### src/proc_pkg.sv
package proc_pkg;

    typedef logic [31:0] word_t;
    typedef logic [4:0]  reg_idx_t;

    // primary opcode in instr[31:27]
    typedef enum logic [4:0] {
        op_alu  = 5'b00000,
        op_j    = 5'b00001,
        op_bne  = 5'b00010,
        op_jal  = 5'b00011,
        op_jr   = 5'b00100,
        op_addi = 5'b00101,
        op_blt  = 5'b00110,
        op_sw   = 5'b00111,
        op_lw   = 5'b01000
    } opcode_t;

    // alu function field of the register group
    typedef enum logic [4:0] {
        alu_add = 5'b00000,
        alu_sub = 5'b00001,
        alu_and = 5'b00010,
        alu_or  = 5'b00011,
        alu_sll = 5'b00100,
        alu_sra = 5'b00101
    } alu_op_t;

    // execute operand source
    typedef enum logic [1:0] {
        fwd_none = 2'b00,
        fwd_mem  = 2'b01,
        fwd_wb   = 2'b10
    } fwd_sel_t;

    // instruction field positions
    localparam int OPCODE_HI = 31;
    localparam int OPCODE_LO = 27;
    localparam int RD_HI     = 26;
    localparam int RD_LO     = 22;
    localparam int RS_HI     = 21;
    localparam int RS_LO     = 17;
    localparam int RT_HI     = 16;
    localparam int RT_LO     = 12;
    localparam int SHAMT_HI  = 11;
    localparam int SHAMT_LO  = 7;
    localparam int ALUOP_HI  = 6;
    localparam int ALUOP_LO  = 2;
    // immediate is sign-extended, jump target zero-extended
    localparam int IMM_W     = 17;
    localparam int TARGET_W  = 27;

    // link register for jal
    localparam reg_idx_t REG_RA = 5'd31;
    // add r0, r0, r0
    localparam word_t NOP_INSTR = 32'h0000_0000;

    // opcodes that leave a result in the register file
    function automatic logic writes_reg(opcode_t op);
        return op inside {op_alu, op_addi, op_lw, op_jal};
    endfunction

    // opcodes whose second source is rd instead of rt
    function automatic logic reads_rd(opcode_t op);
        return op inside {op_bne, op_blt, op_jr, op_sw};
    endfunction

endpackage

### src/alu.sv
`timescale 1ns/1ps

module alu (
    input  proc_pkg::word_t    a,
    input  proc_pkg::word_t    b,
    input  proc_pkg::alu_op_t  op,
    input  proc_pkg::reg_idx_t shamt,
    output proc_pkg::word_t    result,
    output logic               not_equal,
    output logic               less_than
);
    import proc_pkg::*;

    word_t sum;
    word_t diff;

    // shared adder paths
    assign sum  = a + b;
    assign diff = a - b;

    always_comb begin
        case (op)
            alu_add: result = sum;
            alu_sub: result = diff;
            alu_and: result = a & b;
            alu_or:  result = a | b;
            // shifts act on a only, amount from the shamt field
            alu_sll: result = a << shamt;
            alu_sra: result = word_t'($signed(a) >>> shamt);
            // unused codes fall back to add
            default: result = sum;
        endcase
    end

    // compare flags do not depend on op
    assign not_equal = (a != b);
    // signed compare
    assign less_than = ($signed(a) < $signed(b));

endmodule

### src/reg_file.sv
`timescale 1ns/1ps

module reg_file (
    input  logic               clock,
    input  logic               rst_n,
    input  proc_pkg::reg_idx_t raddr_a,
    input  proc_pkg::reg_idx_t raddr_b,
    output proc_pkg::word_t    rdata_a,
    output proc_pkg::word_t    rdata_b,
    input  logic               wen,
    input  proc_pkg::reg_idx_t waddr,
    input  proc_pkg::word_t    wdata
);
    import proc_pkg::*;

    word_t regs [32];

    always_ff @(posedge clock) begin
        if (!rst_n) begin
            for (int i = 0; i < 32; i++) begin
                regs[i] <= '0;
            end
        end else if (wen && waddr != '0) begin
            // r0 never written
            regs[waddr] <= wdata;
        end
    end

    // write-first so decode sees the value retiring this cycle
    assign rdata_a = (raddr_a == '0) ? '0 :
                     (wen && waddr == raddr_a) ? wdata : regs[raddr_a];
    assign rdata_b = (raddr_b == '0) ? '0 :
                     (wen && waddr == raddr_b) ? wdata : regs[raddr_b];

endmodule

### src/hazard_unit.sv
`timescale 1ns/1ps

module hazard_unit (
    input  proc_pkg::word_t    id_instr,
    input  proc_pkg::word_t    ex_instr,
    input  proc_pkg::word_t    mem_instr,
    input  proc_pkg::reg_idx_t wb_dest,
    input  logic               wb_wen,
    output proc_pkg::fwd_sel_t fwd_a,
    output proc_pkg::fwd_sel_t fwd_b,
    output logic               fwd_store,
    output logic               stall
);
    import proc_pkg::*;

    opcode_t  id_op;
    opcode_t  ex_op;
    opcode_t  mem_op;
    reg_idx_t ex_rs;
    reg_idx_t ex_src_b;
    reg_idx_t ex_rd;
    reg_idx_t mem_rd;
    logic     ex_uses_a;
    logic     ex_uses_b;
    logic     mem_writes;
    logic     wb_writes;

    // first source is rs
    function automatic logic reads_rs(opcode_t op);
        return op inside {op_alu, op_addi, op_lw, op_sw, op_bne, op_blt};
    endfunction

    // only the register group reads rt
    function automatic logic reads_rt(opcode_t op);
        return op == op_alu;
    endfunction

    // memory stage wins over writeback for one operand
    function automatic fwd_sel_t pick(logic used, reg_idx_t src);
        if (used && mem_writes && mem_rd == src) begin
            return fwd_mem;
        end
        if (used && wb_writes && wb_dest == src) begin
            return fwd_wb;
        end
        return fwd_none;
    endfunction

    assign id_op  = opcode_t'(id_instr[OPCODE_HI:OPCODE_LO]);
    assign ex_op  = opcode_t'(ex_instr[OPCODE_HI:OPCODE_LO]);
    assign mem_op = opcode_t'(mem_instr[OPCODE_HI:OPCODE_LO]);

    assign ex_rs  = ex_instr[RS_HI:RS_LO];
    assign ex_rd  = ex_instr[RD_HI:RD_LO];
    // mem rd field already carries the real destination (r31 for jal)
    assign mem_rd = mem_instr[RD_HI:RD_LO];

    // port b carries rt or rd depending on opcode
    assign ex_src_b  = reads_rd(ex_op) ? ex_rd : ex_instr[RT_HI:RT_LO];
    assign ex_uses_a = reads_rs(ex_op);
    assign ex_uses_b = reads_rt(ex_op) || reads_rd(ex_op);

    // r0 never forwards
    assign mem_writes = writes_reg(mem_op) && mem_rd != '0;
    assign wb_writes  = wb_wen && wb_dest != '0;

    always_comb begin
        fwd_a = pick(ex_uses_a, ex_rs);
        fwd_b = pick(ex_uses_b, ex_src_b);
    end

    // store data late fix from writeback
    assign fwd_store = (mem_op == op_sw) && wb_writes && wb_dest == mem_rd;

    // load in execute, consumer in decode
    assign stall = (ex_op == op_lw) && ex_rd != '0 && (
        (reads_rs(id_op) && id_instr[RS_HI:RS_LO] == ex_rd) ||
        (reads_rt(id_op) && id_instr[RT_HI:RT_LO] == ex_rd) ||
        (reads_rd(id_op) && id_instr[RD_HI:RD_LO] == ex_rd));

endmodule

### src/execute_stage.sv
`timescale 1ns/1ps

module execute_stage (
    input  proc_pkg::word_t    ex_instr,
    input  proc_pkg::word_t    ex_pc_next,
    input  proc_pkg::word_t    reg_a,
    input  proc_pkg::word_t    reg_b,
    input  proc_pkg::word_t    mem_value,
    input  proc_pkg::word_t    wb_value,
    input  proc_pkg::fwd_sel_t fwd_a,
    input  proc_pkg::fwd_sel_t fwd_b,
    output proc_pkg::word_t    result,
    output proc_pkg::word_t    store_data,
    output proc_pkg::reg_idx_t dest,
    output logic               branch_taken,
    output proc_pkg::word_t    branch_target
);
    import proc_pkg::*;

    opcode_t op;
    alu_op_t alu_sel;
    word_t   imm;
    word_t   target;
    word_t   op_a;
    word_t   op_b;
    word_t   alu_in_b;
    word_t   alu_result;
    logic    neq;
    logic    lt;
    logic    take_bne;
    logic    take_blt;

    function automatic word_t pick(fwd_sel_t sel, word_t reg_val, word_t mem_v, word_t wb_v);
        case (sel)
            fwd_mem: return mem_v;
            fwd_wb:  return wb_v;
            default: return reg_val;
        endcase
    endfunction

    assign op = opcode_t'(ex_instr[OPCODE_HI:OPCODE_LO]);

    // immediate and jump target
    assign imm    = {{(32 - IMM_W){ex_instr[IMM_W-1]}}, ex_instr[IMM_W-1:0]};
    assign target = {{(32 - TARGET_W){1'b0}}, ex_instr[TARGET_W-1:0]};

    // a is rs, b is rt or rd
    assign op_a = pick(fwd_a, reg_a, mem_value, wb_value);
    assign op_b = pick(fwd_b, reg_b, mem_value, wb_value);

    // address and addi arithmetic take the immediate
    assign alu_in_b = (op inside {op_addi, op_lw, op_sw}) ? imm : op_b;

    always_comb begin
        case (op)
            op_alu:         alu_sel = alu_op_t'(ex_instr[ALUOP_HI:ALUOP_LO]);
            op_bne, op_blt: alu_sel = alu_sub;
            default:        alu_sel = alu_add;
        endcase
    end

    alu u_alu (
        .a         (op_a),
        .b         (alu_in_b),
        .op        (alu_sel),
        .shamt     (ex_instr[SHAMT_HI:SHAMT_LO]),
        .result    (alu_result),
        .not_equal (neq),
        .less_than (lt)
    );

    // jal links pc+1
    assign result     = (op == op_jal) ? ex_pc_next : alu_result;
    assign store_data = op_b;
    assign dest       = (op == op_jal) ? REG_RA : ex_instr[RD_HI:RD_LO];

    // bne rd != rs, blt rd < rs i.e. rs > rd
    assign take_bne = (op == op_bne) && neq;
    assign take_blt = (op == op_blt) && neq && !lt;

    assign branch_taken = take_bne || take_blt || (op inside {op_j, op_jal, op_jr});

    always_comb begin
        case (op)
            op_j, op_jal: branch_target = target;
            // jr jumps to forwarded rd
            op_jr:        branch_target = op_b;
            default:      branch_target = ex_pc_next + imm;
        endcase
    end

endmodule

### src/processor.sv
`timescale 1ns/1ps

module processor (
    input  logic            clock,
    input  logic            rst_n,
    output proc_pkg::word_t imem_addr,
    input  proc_pkg::word_t imem_data,
    output proc_pkg::word_t dmem_addr,
    output proc_pkg::word_t dmem_wdata,
    output logic            dmem_wen,
    input  proc_pkg::word_t dmem_rdata
);
    import proc_pkg::*;

    // fetch
    word_t    pc;
    word_t    pc_plus1;
    // fetch/decode
    word_t    fd_pc_next;
    word_t    fd_instr;
    opcode_t  id_op;
    reg_idx_t raddr_a;
    reg_idx_t raddr_b;
    word_t    rdata_a;
    word_t    rdata_b;
    // decode/execute
    word_t    dx_pc_next;
    word_t    dx_instr;
    word_t    dx_a;
    word_t    dx_b;
    // execute outputs
    word_t    ex_result;
    word_t    ex_store_data;
    reg_idx_t ex_dest;
    logic     branch_taken;
    word_t    branch_target;
    // hazard outputs
    fwd_sel_t fwd_a;
    fwd_sel_t fwd_b;
    logic     fwd_store;
    logic     stall;
    // execute/memory
    word_t    xm_instr;
    word_t    xm_result;
    word_t    xm_store_data;
    opcode_t  mem_op;
    // memory/writeback
    word_t    mw_instr;
    word_t    mw_result;
    word_t    mw_load_data;
    opcode_t  wb_op;
    reg_idx_t wb_dest;
    logic     wb_wen;
    word_t    wb_value;

    assign pc_plus1  = pc + 32'd1;
    assign imem_addr = pc;

    // redirect beats stall and a stall holds the pc
    always_ff @(posedge clock) begin
        if (!rst_n) begin
            pc <= '0;
        end else if (branch_taken) begin
            pc <= branch_target;
        end else if (!stall) begin
            pc <= pc_plus1;
        end
    end

    // fetch/decode instr squashed on redirect
    always_ff @(posedge clock) begin
        if (!rst_n) begin
            fd_instr <= NOP_INSTR;
        end else if (branch_taken) begin
            fd_instr <= NOP_INSTR;
        end else if (!stall) begin
            fd_instr <= imem_data;
        end
    end

    always_ff @(posedge clock) begin
        if (!stall) begin
            fd_pc_next <= pc_plus1;
        end
    end

    // decode register selection
    assign id_op   = opcode_t'(fd_instr[OPCODE_HI:OPCODE_LO]);
    assign raddr_a = fd_instr[RS_HI:RS_LO];
    assign raddr_b = reads_rd(id_op) ? fd_instr[RD_HI:RD_LO] : fd_instr[RT_HI:RT_LO];

    reg_file u_reg_file (
        .clock   (clock),
        .rst_n   (rst_n),
        .raddr_a (raddr_a),
        .raddr_b (raddr_b),
        .rdata_a (rdata_a),
        .rdata_b (rdata_b),
        .wen     (wb_wen),
        .waddr   (wb_dest),
        .wdata   (wb_value)
    );

    // bubble into execute on load-use stall or redirect
    always_ff @(posedge clock) begin
        if (!rst_n) begin
            dx_instr <= NOP_INSTR;
        end else if (branch_taken || stall) begin
            dx_instr <= NOP_INSTR;
        end else begin
            dx_instr <= fd_instr;
        end
    end

    always_ff @(posedge clock) begin
        dx_pc_next <= fd_pc_next;
        dx_a       <= rdata_a;
        dx_b       <= rdata_b;
    end

    hazard_unit u_hazard_unit (
        .id_instr  (fd_instr),
        .ex_instr  (dx_instr),
        .mem_instr (xm_instr),
        .wb_dest   (wb_dest),
        .wb_wen    (wb_wen),
        .fwd_a     (fwd_a),
        .fwd_b     (fwd_b),
        .fwd_store (fwd_store),
        .stall     (stall)
    );

    execute_stage u_execute_stage (
        .ex_instr      (dx_instr),
        .ex_pc_next    (dx_pc_next),
        .reg_a         (dx_a),
        .reg_b         (dx_b),
        .mem_value     (xm_result),
        .wb_value      (wb_value),
        .fwd_a         (fwd_a),
        .fwd_b         (fwd_b),
        .result        (ex_result),
        .store_data    (ex_store_data),
        .dest          (ex_dest),
        .branch_taken  (branch_taken),
        .branch_target (branch_target)
    );

    // rd field rewritten with the real destination
    always_ff @(posedge clock) begin
        if (!rst_n) begin
            xm_instr <= NOP_INSTR;
            mw_instr <= NOP_INSTR;
        end else begin
            xm_instr <= {dx_instr[OPCODE_HI:OPCODE_LO], ex_dest, dx_instr[RS_HI:0]};
            mw_instr <= xm_instr;
        end
    end

    always_ff @(posedge clock) begin
        xm_result     <= ex_result;
        xm_store_data <= ex_store_data;
        mw_result     <= xm_result;
        mw_load_data  <= dmem_rdata;
    end

    // memory stage drives dmem
    assign mem_op     = opcode_t'(xm_instr[OPCODE_HI:OPCODE_LO]);
    assign dmem_addr  = xm_result;
    assign dmem_wdata = fwd_store ? wb_value : xm_store_data;
    assign dmem_wen   = (mem_op == op_sw);

    // r0 writes dropped in writeback so the nop keeps wen low
    assign wb_op    = opcode_t'(mw_instr[OPCODE_HI:OPCODE_LO]);
    assign wb_dest  = mw_instr[RD_HI:RD_LO];
    assign wb_wen   = writes_reg(wb_op) && wb_dest != '0;
    assign wb_value = (wb_op == op_lw) ? mw_load_data : mw_result;

endmodule

### config.mk
export PLATFORM = sky130hd
export DESIGN_NAME = processor
export DESIGN_NICKNAME = d
export VERILOG_FILES = /design/src/proc_pkg.sv /design/src/alu.sv /design/src/reg_file.sv /design/src/hazard_unit.sv /design/src/execute_stage.sv /design/src/processor.sv
export SDC_FILE = /design/constraint.sdc
export NUM_CORES = 2
export LEC_CHECK = 0
export ABC_AREA = 0
export BUFFER_PORTS_ARGS = -buffer_cell sky130_fd_sc_hd__buf_2
export CAP_MARGIN = 25
export CORE_ASPECT_RATIO = 1.2
export CORE_MARGIN = 2
export CORE_UTILIZATION = 64
export DETAILED_ROUTE_END_ITERATION = 10
export PLACE_DENSITY = 0.91
export SKIP_CTS_REPAIR_TIMING = 1
export SLEW_MARGIN = 15
export SYNTH_ARGS = -nofsm -noshare
export SYNTH_HDL_FRONTEND = slang
export SYNTH_SLANG_ARGS = --single-unit
### constraint.sdc
create_clock -name clock -period 7.9 [get_ports clock]
set_clock_uncertainty 0.2 [all_clocks]
set_input_delay 0.395 -clock clock [delete_from_list [all_inputs] [get_ports clock]]
set_output_delay 0.395 -clock clock [all_outputs]
set_load 0.02 [all_outputs]
==> impl_metrics.csv, run 1 <==
group,metric,value,unit
global_route,antenna_found_initial,86,
placement,io_buffer_count,162,
synth,yosysWarnings,0,
run_status,haltStage,"global routing",
placement,place_congestion,1.10,
die,rows,140,
timing,endpoint_type,"register input",
synth,synth.distinct_cells,96,
synth,synth_edf_count,1056,
cts,cts-buffers-inserted,140,
synth,yosysSeqAreaShare,49.2,%
die,floorplan.initialDensity,64.6,%
cts,h-tree-depth,4,
synth,synth.avg_cell_area,10.5,µm²
run_status,outcome,"stopped before the end",
die,ioPinCount,163,
global_route,grt_max_degree,154,
die,die_x,324,µm
run_status,tool.error,"[ERROR GRT-0232] Routing congestion too high. Check the congestion heatmap in the GUI.",
synth,synth_seq_cells,1401,
placement,dpl.hpwl,237000,µm
cts,cts.sinks,1401,
die,die_h,388,µm
synth,synth_top_flop_cell,"edfxtp_1",
global_route,grt_overflow,227,
synth,ys_async_sr_fraction,0,%
synth,syn_inst,7504,
timing,crit_endpoint,"imem_addr[30]$_SDFFE_PN0P_/D",
global_route,grt_usage,80.5,%
cts,ctsRootBufferMaster,"clkbuf_16",
cts,max-clock-path-buffers,3,
synth,netlist_area,78500,µm²
## cell families after synthesis
family                     after synthesis  synth area share, %
and+or+nand+nor                       3120                 16.8
DFF                                   1401                 49.2
AOI/OAI and AO/OA                     1200                 11.0
buffers and inverters                  785                 3.84
muxes                                  736                 15.6
adders and majority gates              131                 2.12
xor gates and xnor gates               130                 1.45
other                                    1              0.00478
## Yosys cell counts, types with 103 or more instances
cell type	n	area share [%]
o21ai_0	195	1.2
a21oi_1	213	1.4
mux2i_1	292	3.7
nand3_1	168	1.1
edfxtp_1	1056	40
nor2_1	1317	6.3
a311oi_1	199	2.2
nor3_1	103	0.66
clkbuf_1	572	2.7
inv_1	108	0.52
mux4_2	384	11
ha_1	128	2.0
dfxtp_1	345	8.8
nand2_1	1127	5.4
and3_1	153	1.2
## through the flow
| stage | area [µm²] | hold slack (ns) | setup WS [ns] | util, % | instances |
|---|---|---|---|---|---|
| global placement | 82100 | 0.124 | 0.429 | 67.5 | 8943 |
| floorplan | 78600 | 0.123 | 1.33 | - | 7535 |
| CTS | 86900 | -0.539 | 0.298 | 71.5 | 9210 |
| detailed placement | 82300 | 0.129 | 0.327 | 67.7 | 8956 |
## routing by layer
layer	GRT overflow	track usage, %
met4	97	78.6
met5	2	46.7
met3	19	69.6
met1	8	81.3
met2	101	91.9
==> run 2, diff against run 1 <==
--- a/config.mk
+++ b/config.mk
@@ -8,11 +8,10 @@
 export ABC_AREA = 0
 export BUFFER_PORTS_ARGS = -buffer_cell sky130_fd_sc_hd__buf_2
 export CAP_MARGIN = 25
-export CORE_ASPECT_RATIO = 1.2
 export CORE_MARGIN = 2
-export CORE_UTILIZATION = 64
+export CORE_UTILIZATION = 40
 export DETAILED_ROUTE_END_ITERATION = 10
-export PLACE_DENSITY = 0.91
+export PLACE_DENSITY_LB_ADDON = 0.15
 export SKIP_CTS_REPAIR_TIMING = 1
 export SLEW_MARGIN = 15
 export SYNTH_ARGS = -nofsm -noshare
==> run 2 against run 1 <==
Net effect: synthesized cell count unchanged; the flow now finishes without violations; area after synthesis unchanged.
==> impl_metrics.csv, run 2 <==
group,metric,value,unit
run_status,outcome,"complete, no violations",
timing,finalHoldViolCount,0,
die,dieArea,200000,µm²
global_route,antenna_found_initial,29,
pwr,switchingPower,16.8,mW
detailed_routing,via_count,66300,
die,core_area,195000,µm²
cells_and_area,largest_reg_flops,1024,
synth,ys_async_sr_fraction,0,%
synth,synth_top_area_share,40.4,%
placement,io_buffer_count,162,
worst_setup_path,path_cells,"nand2b_1, a21o_1, and3_1, or3_1, a2111oi_1, buf_4, and3_2, buf_4, o21ai_0, nor2_1, a21oi_1, ha_1, or3_1, nor4_1, buf_4, a221oi_2, a211oi_2, o2111ai_1, a31oi_2, nor2_2, buf_4, a22o_1, a221o_1",
timing,finalSetupTns,0,ns
synth,netlist_top_cells_count,"1317 x nor2_1, 1127 x nand2_1, 1056 x edfxtp_1",
detailed_routing,drt_iter0_drc,8927,
placement,place_congestion,1.02,
pwr,internal_power,19.1,mW
synth,synth.avg_cell_area,10.5,µm²
hold_path,min_path_type,"input pin to flip-flop",
placement,place_area,83500,µm²
timing,rsz0062_at_grt,"no",
cts,max-clock-path-buffers,3,
die,die_h,447,µm
timing,slew_viol_final,0,
placement,dpl.hpwl,245000,µm
cts,ctsRootBufferMaster,"clkbuf_16",
worst_setup_path,cp-end-kind,"flip-flop",
cells_and_area,final_common_cell,"nor2_1",
cts,path_clk_slew,0.06,ns
global_route,grt_max_degree,138,
worst_setup_path,cpMostUsedCell,"buf_4",
timing,final.min_clock_period,7.54,ns
synth,netlist_area,78500,µm²
synth,ys_top_cells_by_area,"edfxtp_1 40%, mux4_2 11%, dfxtp_1 8.8%",
die,ioPinCount,163,
timing,tightest_slew,1.20,ns
synth,yosysSeqAreaShare,49.2,%
die,rows,162,
cts,h-tree-depth,4,
pwr,ir_drop,0.235,mV
worst_setup_path,worstSetupStartpointType,"flip-flop",
worst_setup_path,slowest_stage,"dfxtp_1",
worst_setup_path,critical_path_buf_inv_count,4,
detailed_routing,drc,0,
synth,synth_top_flop_cell,"edfxtp_1",
cts,cts.sinks,1401,
global_route,grt_overflow,0,
timing,fin_crit_sh,95.4,%
pwr,clkPwrFrac,21.5,%
placement,pre_cts_slack,0.113,ns
detailed_routing,wl_per_cell,35.9,µm
synth,yosysTopAreaCell,"edfxtp_1",
timing,setup_violations,0,
timing,relSlewSlack,19.0,%
worst_setup_path,worst_path_dominant_cell_family,"compound AO/OA/AOI/OAI gates",
cells_and_area,area_growth,14.3,%
global_route,grt_usage,36.6,%
pwr,power_leakage,33.8,nW
cts,cts_tree,"yes",
flow_run,maxCapViolCount,0,
cts,cts-buffers-inserted,163,
cells_and_area,regMostFlops,"u_reg_file.regs",
pwr,power_density,400,nW/µm²
die,floorplan.initialDensity,40.3,%
timing,fmax,0.133,GHz
worst_setup_path,critPathArrivalTime,8.05,ns
synth,synth_seq_cells,1401,
cells_and_area,fin_nets,7771,
cells_and_area,drive_above_1_share,17.6,%
cells_and_area,fillers,18200,
detailed_routing,ant_nets,0,
worst_setup_path,cp_max_fo,27,
worst_setup_path,cp.required,8.41,ns
detailed_routing,wirelength,372000,µm
global_route,grt_pass1_wl,510000,µm
synth,synth_edf_count,1056,
timing,hold_slack,0.0257,ns
synth,synth.distinct_cells,96,
synth,synth_most_common_cell,"nor2_1",
pwr,seqPwrFrac,27.4,%
detailed_routing,drt-pass1-iter-count,6,
cells_and_area,stdcell_area,89700,µm²
cells_and_area,layout_common_cells,"1311 x nor2_1, 1065 x nand2_1, 1056 x edfxtp_1, 384 x mux4_2, 338 x dfxtp_1",
worst_setup_path,slowest_delay,0.57,ns
die,die_x,447,µm
pwr,p_comb_share,51.0,%
synth,syn_inst,7504,
cts,insertion_delay,0.85,ns
worst_setup_path,critical_path_class,"flip-flop to flip-flop",
pwr,switching_share,46.8,%
detailed_routing,vias_per_cell,6.41,
global_route,grt_pass1_vias,63500,
synth,yosysWarnings,0,
timing,finalWorstSetupSlack,0.360,ns
[run 2: cell counts after synthesis]
Identical to the previous run, type by type.
[run 2: path summary, 6_finish.rpt]
check                      start                to  slack (ns)  cells after the start
setup / recovery    dx_instr[27]     imem_addr[23]        0.36                     23
hold / removal    dmem_rdata[18]  mw_load_data[18]        0.03                      2
setup reg to reg    dx_instr[27]     imem_addr[23]        0.36                     23
hold reg to reg   fd_pc_next[18]    dx_pc_next[18]        0.11                      0
[run 2: area by class of cell]
| class | count | area (µm²) | share of cell area [%] |
|---|---|---|---|
| antenna | 14 | 35.0 | 0.0390 |
| clock buffer | 215 | 4480 | 4.99 |
| clock inverter | 84 | 922 | 1.03 |
| inverter | 112 | 423 | 0.471 |
| multi-input combinational | 5349 | 37800 | 42.2 |
| sequential | 1401 | 38600 | 43.1 |
| tap | 2624 | 3280 | 3.66 |
| timing repair buffer | 547 | 4120 | 4.60 |
[run 2: per-layer routing]
metal  up-vias  routed length (µm)  GRT usage (%)
li1      27700                   -              -
met1     33300              137000           45.5
met2      4280              168000           56.8
met5         -                  61              0
met4        10               31600           26.5
met3       968               35000           7.11
[run 2: worst reg2reg max path, cell delays in order (launching register included)]
cell and delay (ns):
dfxtp_1 0.57, nand2b_1 0.18, a21o_1 0.27, and3_1 0.24, or3_1 0.35, a2111oi_1 0.41, buf_4 0.20, and3_2 0.47
buf_4 0.31, o21ai_0 0.30, nor2_1 0.24, a21oi_1 0.07, ha_1 0.42, or3_1 0.47, nor4_1 0.21, buf_4 0.21
a221oi_2 0.13, a211oi_2 0.47, o2111ai_1 0.36, a31oi_2 0.49, nor2_2 0.05, buf_4 0.27, a22o_1 0.22, a221o_1 0.33
[run 2: per-stage QoR]
step / util (%) / power (mW) / instances
floorplan: - / 19.6 / 7535
CTS: 45.6 / 35.3 / 10300
global placement: 42.8 / 27.6 / 9956
finish: 46.0 / 35.9 / 10300
detailed placement: 42.8 / 27.5 / 9960
global route: 46.0 / 36.9 / 10300
[run 2: kinds of logic (layout without fill, tap and decap cells)]
group / count (synthesis) / in the layout / synth area share (%)
AO/OA/AOI/OAI: 1200 / 1200 / 11.0
XOR/XNOR: 130 / 130 / 1.45
AND/OR/NAND/NOR: 3120 / 3120 / 16.8
other: 1 / 46 / 0.00478
flip-flops: 1401 / 1401 / 49.2
multiplexers: 736 / 736 / 15.6
adder cells (fa/ha/maj): 131 / 131 / 2.12
buffers and inverters: 785 / 958 / 3.84
[run 2: power groups by stage]
stage	clock network (mW)	registers, mW	logic (mW)
floorplan	0	9.35	10.3
global placement	0	9.95	17.7
detailed placement	0	9.94	17.6
CTS	7.81	9.79	17.7
global route	8.08	9.85	19.0
finish	7.73	9.84	18.3
(Power assumes the default switching activity.)
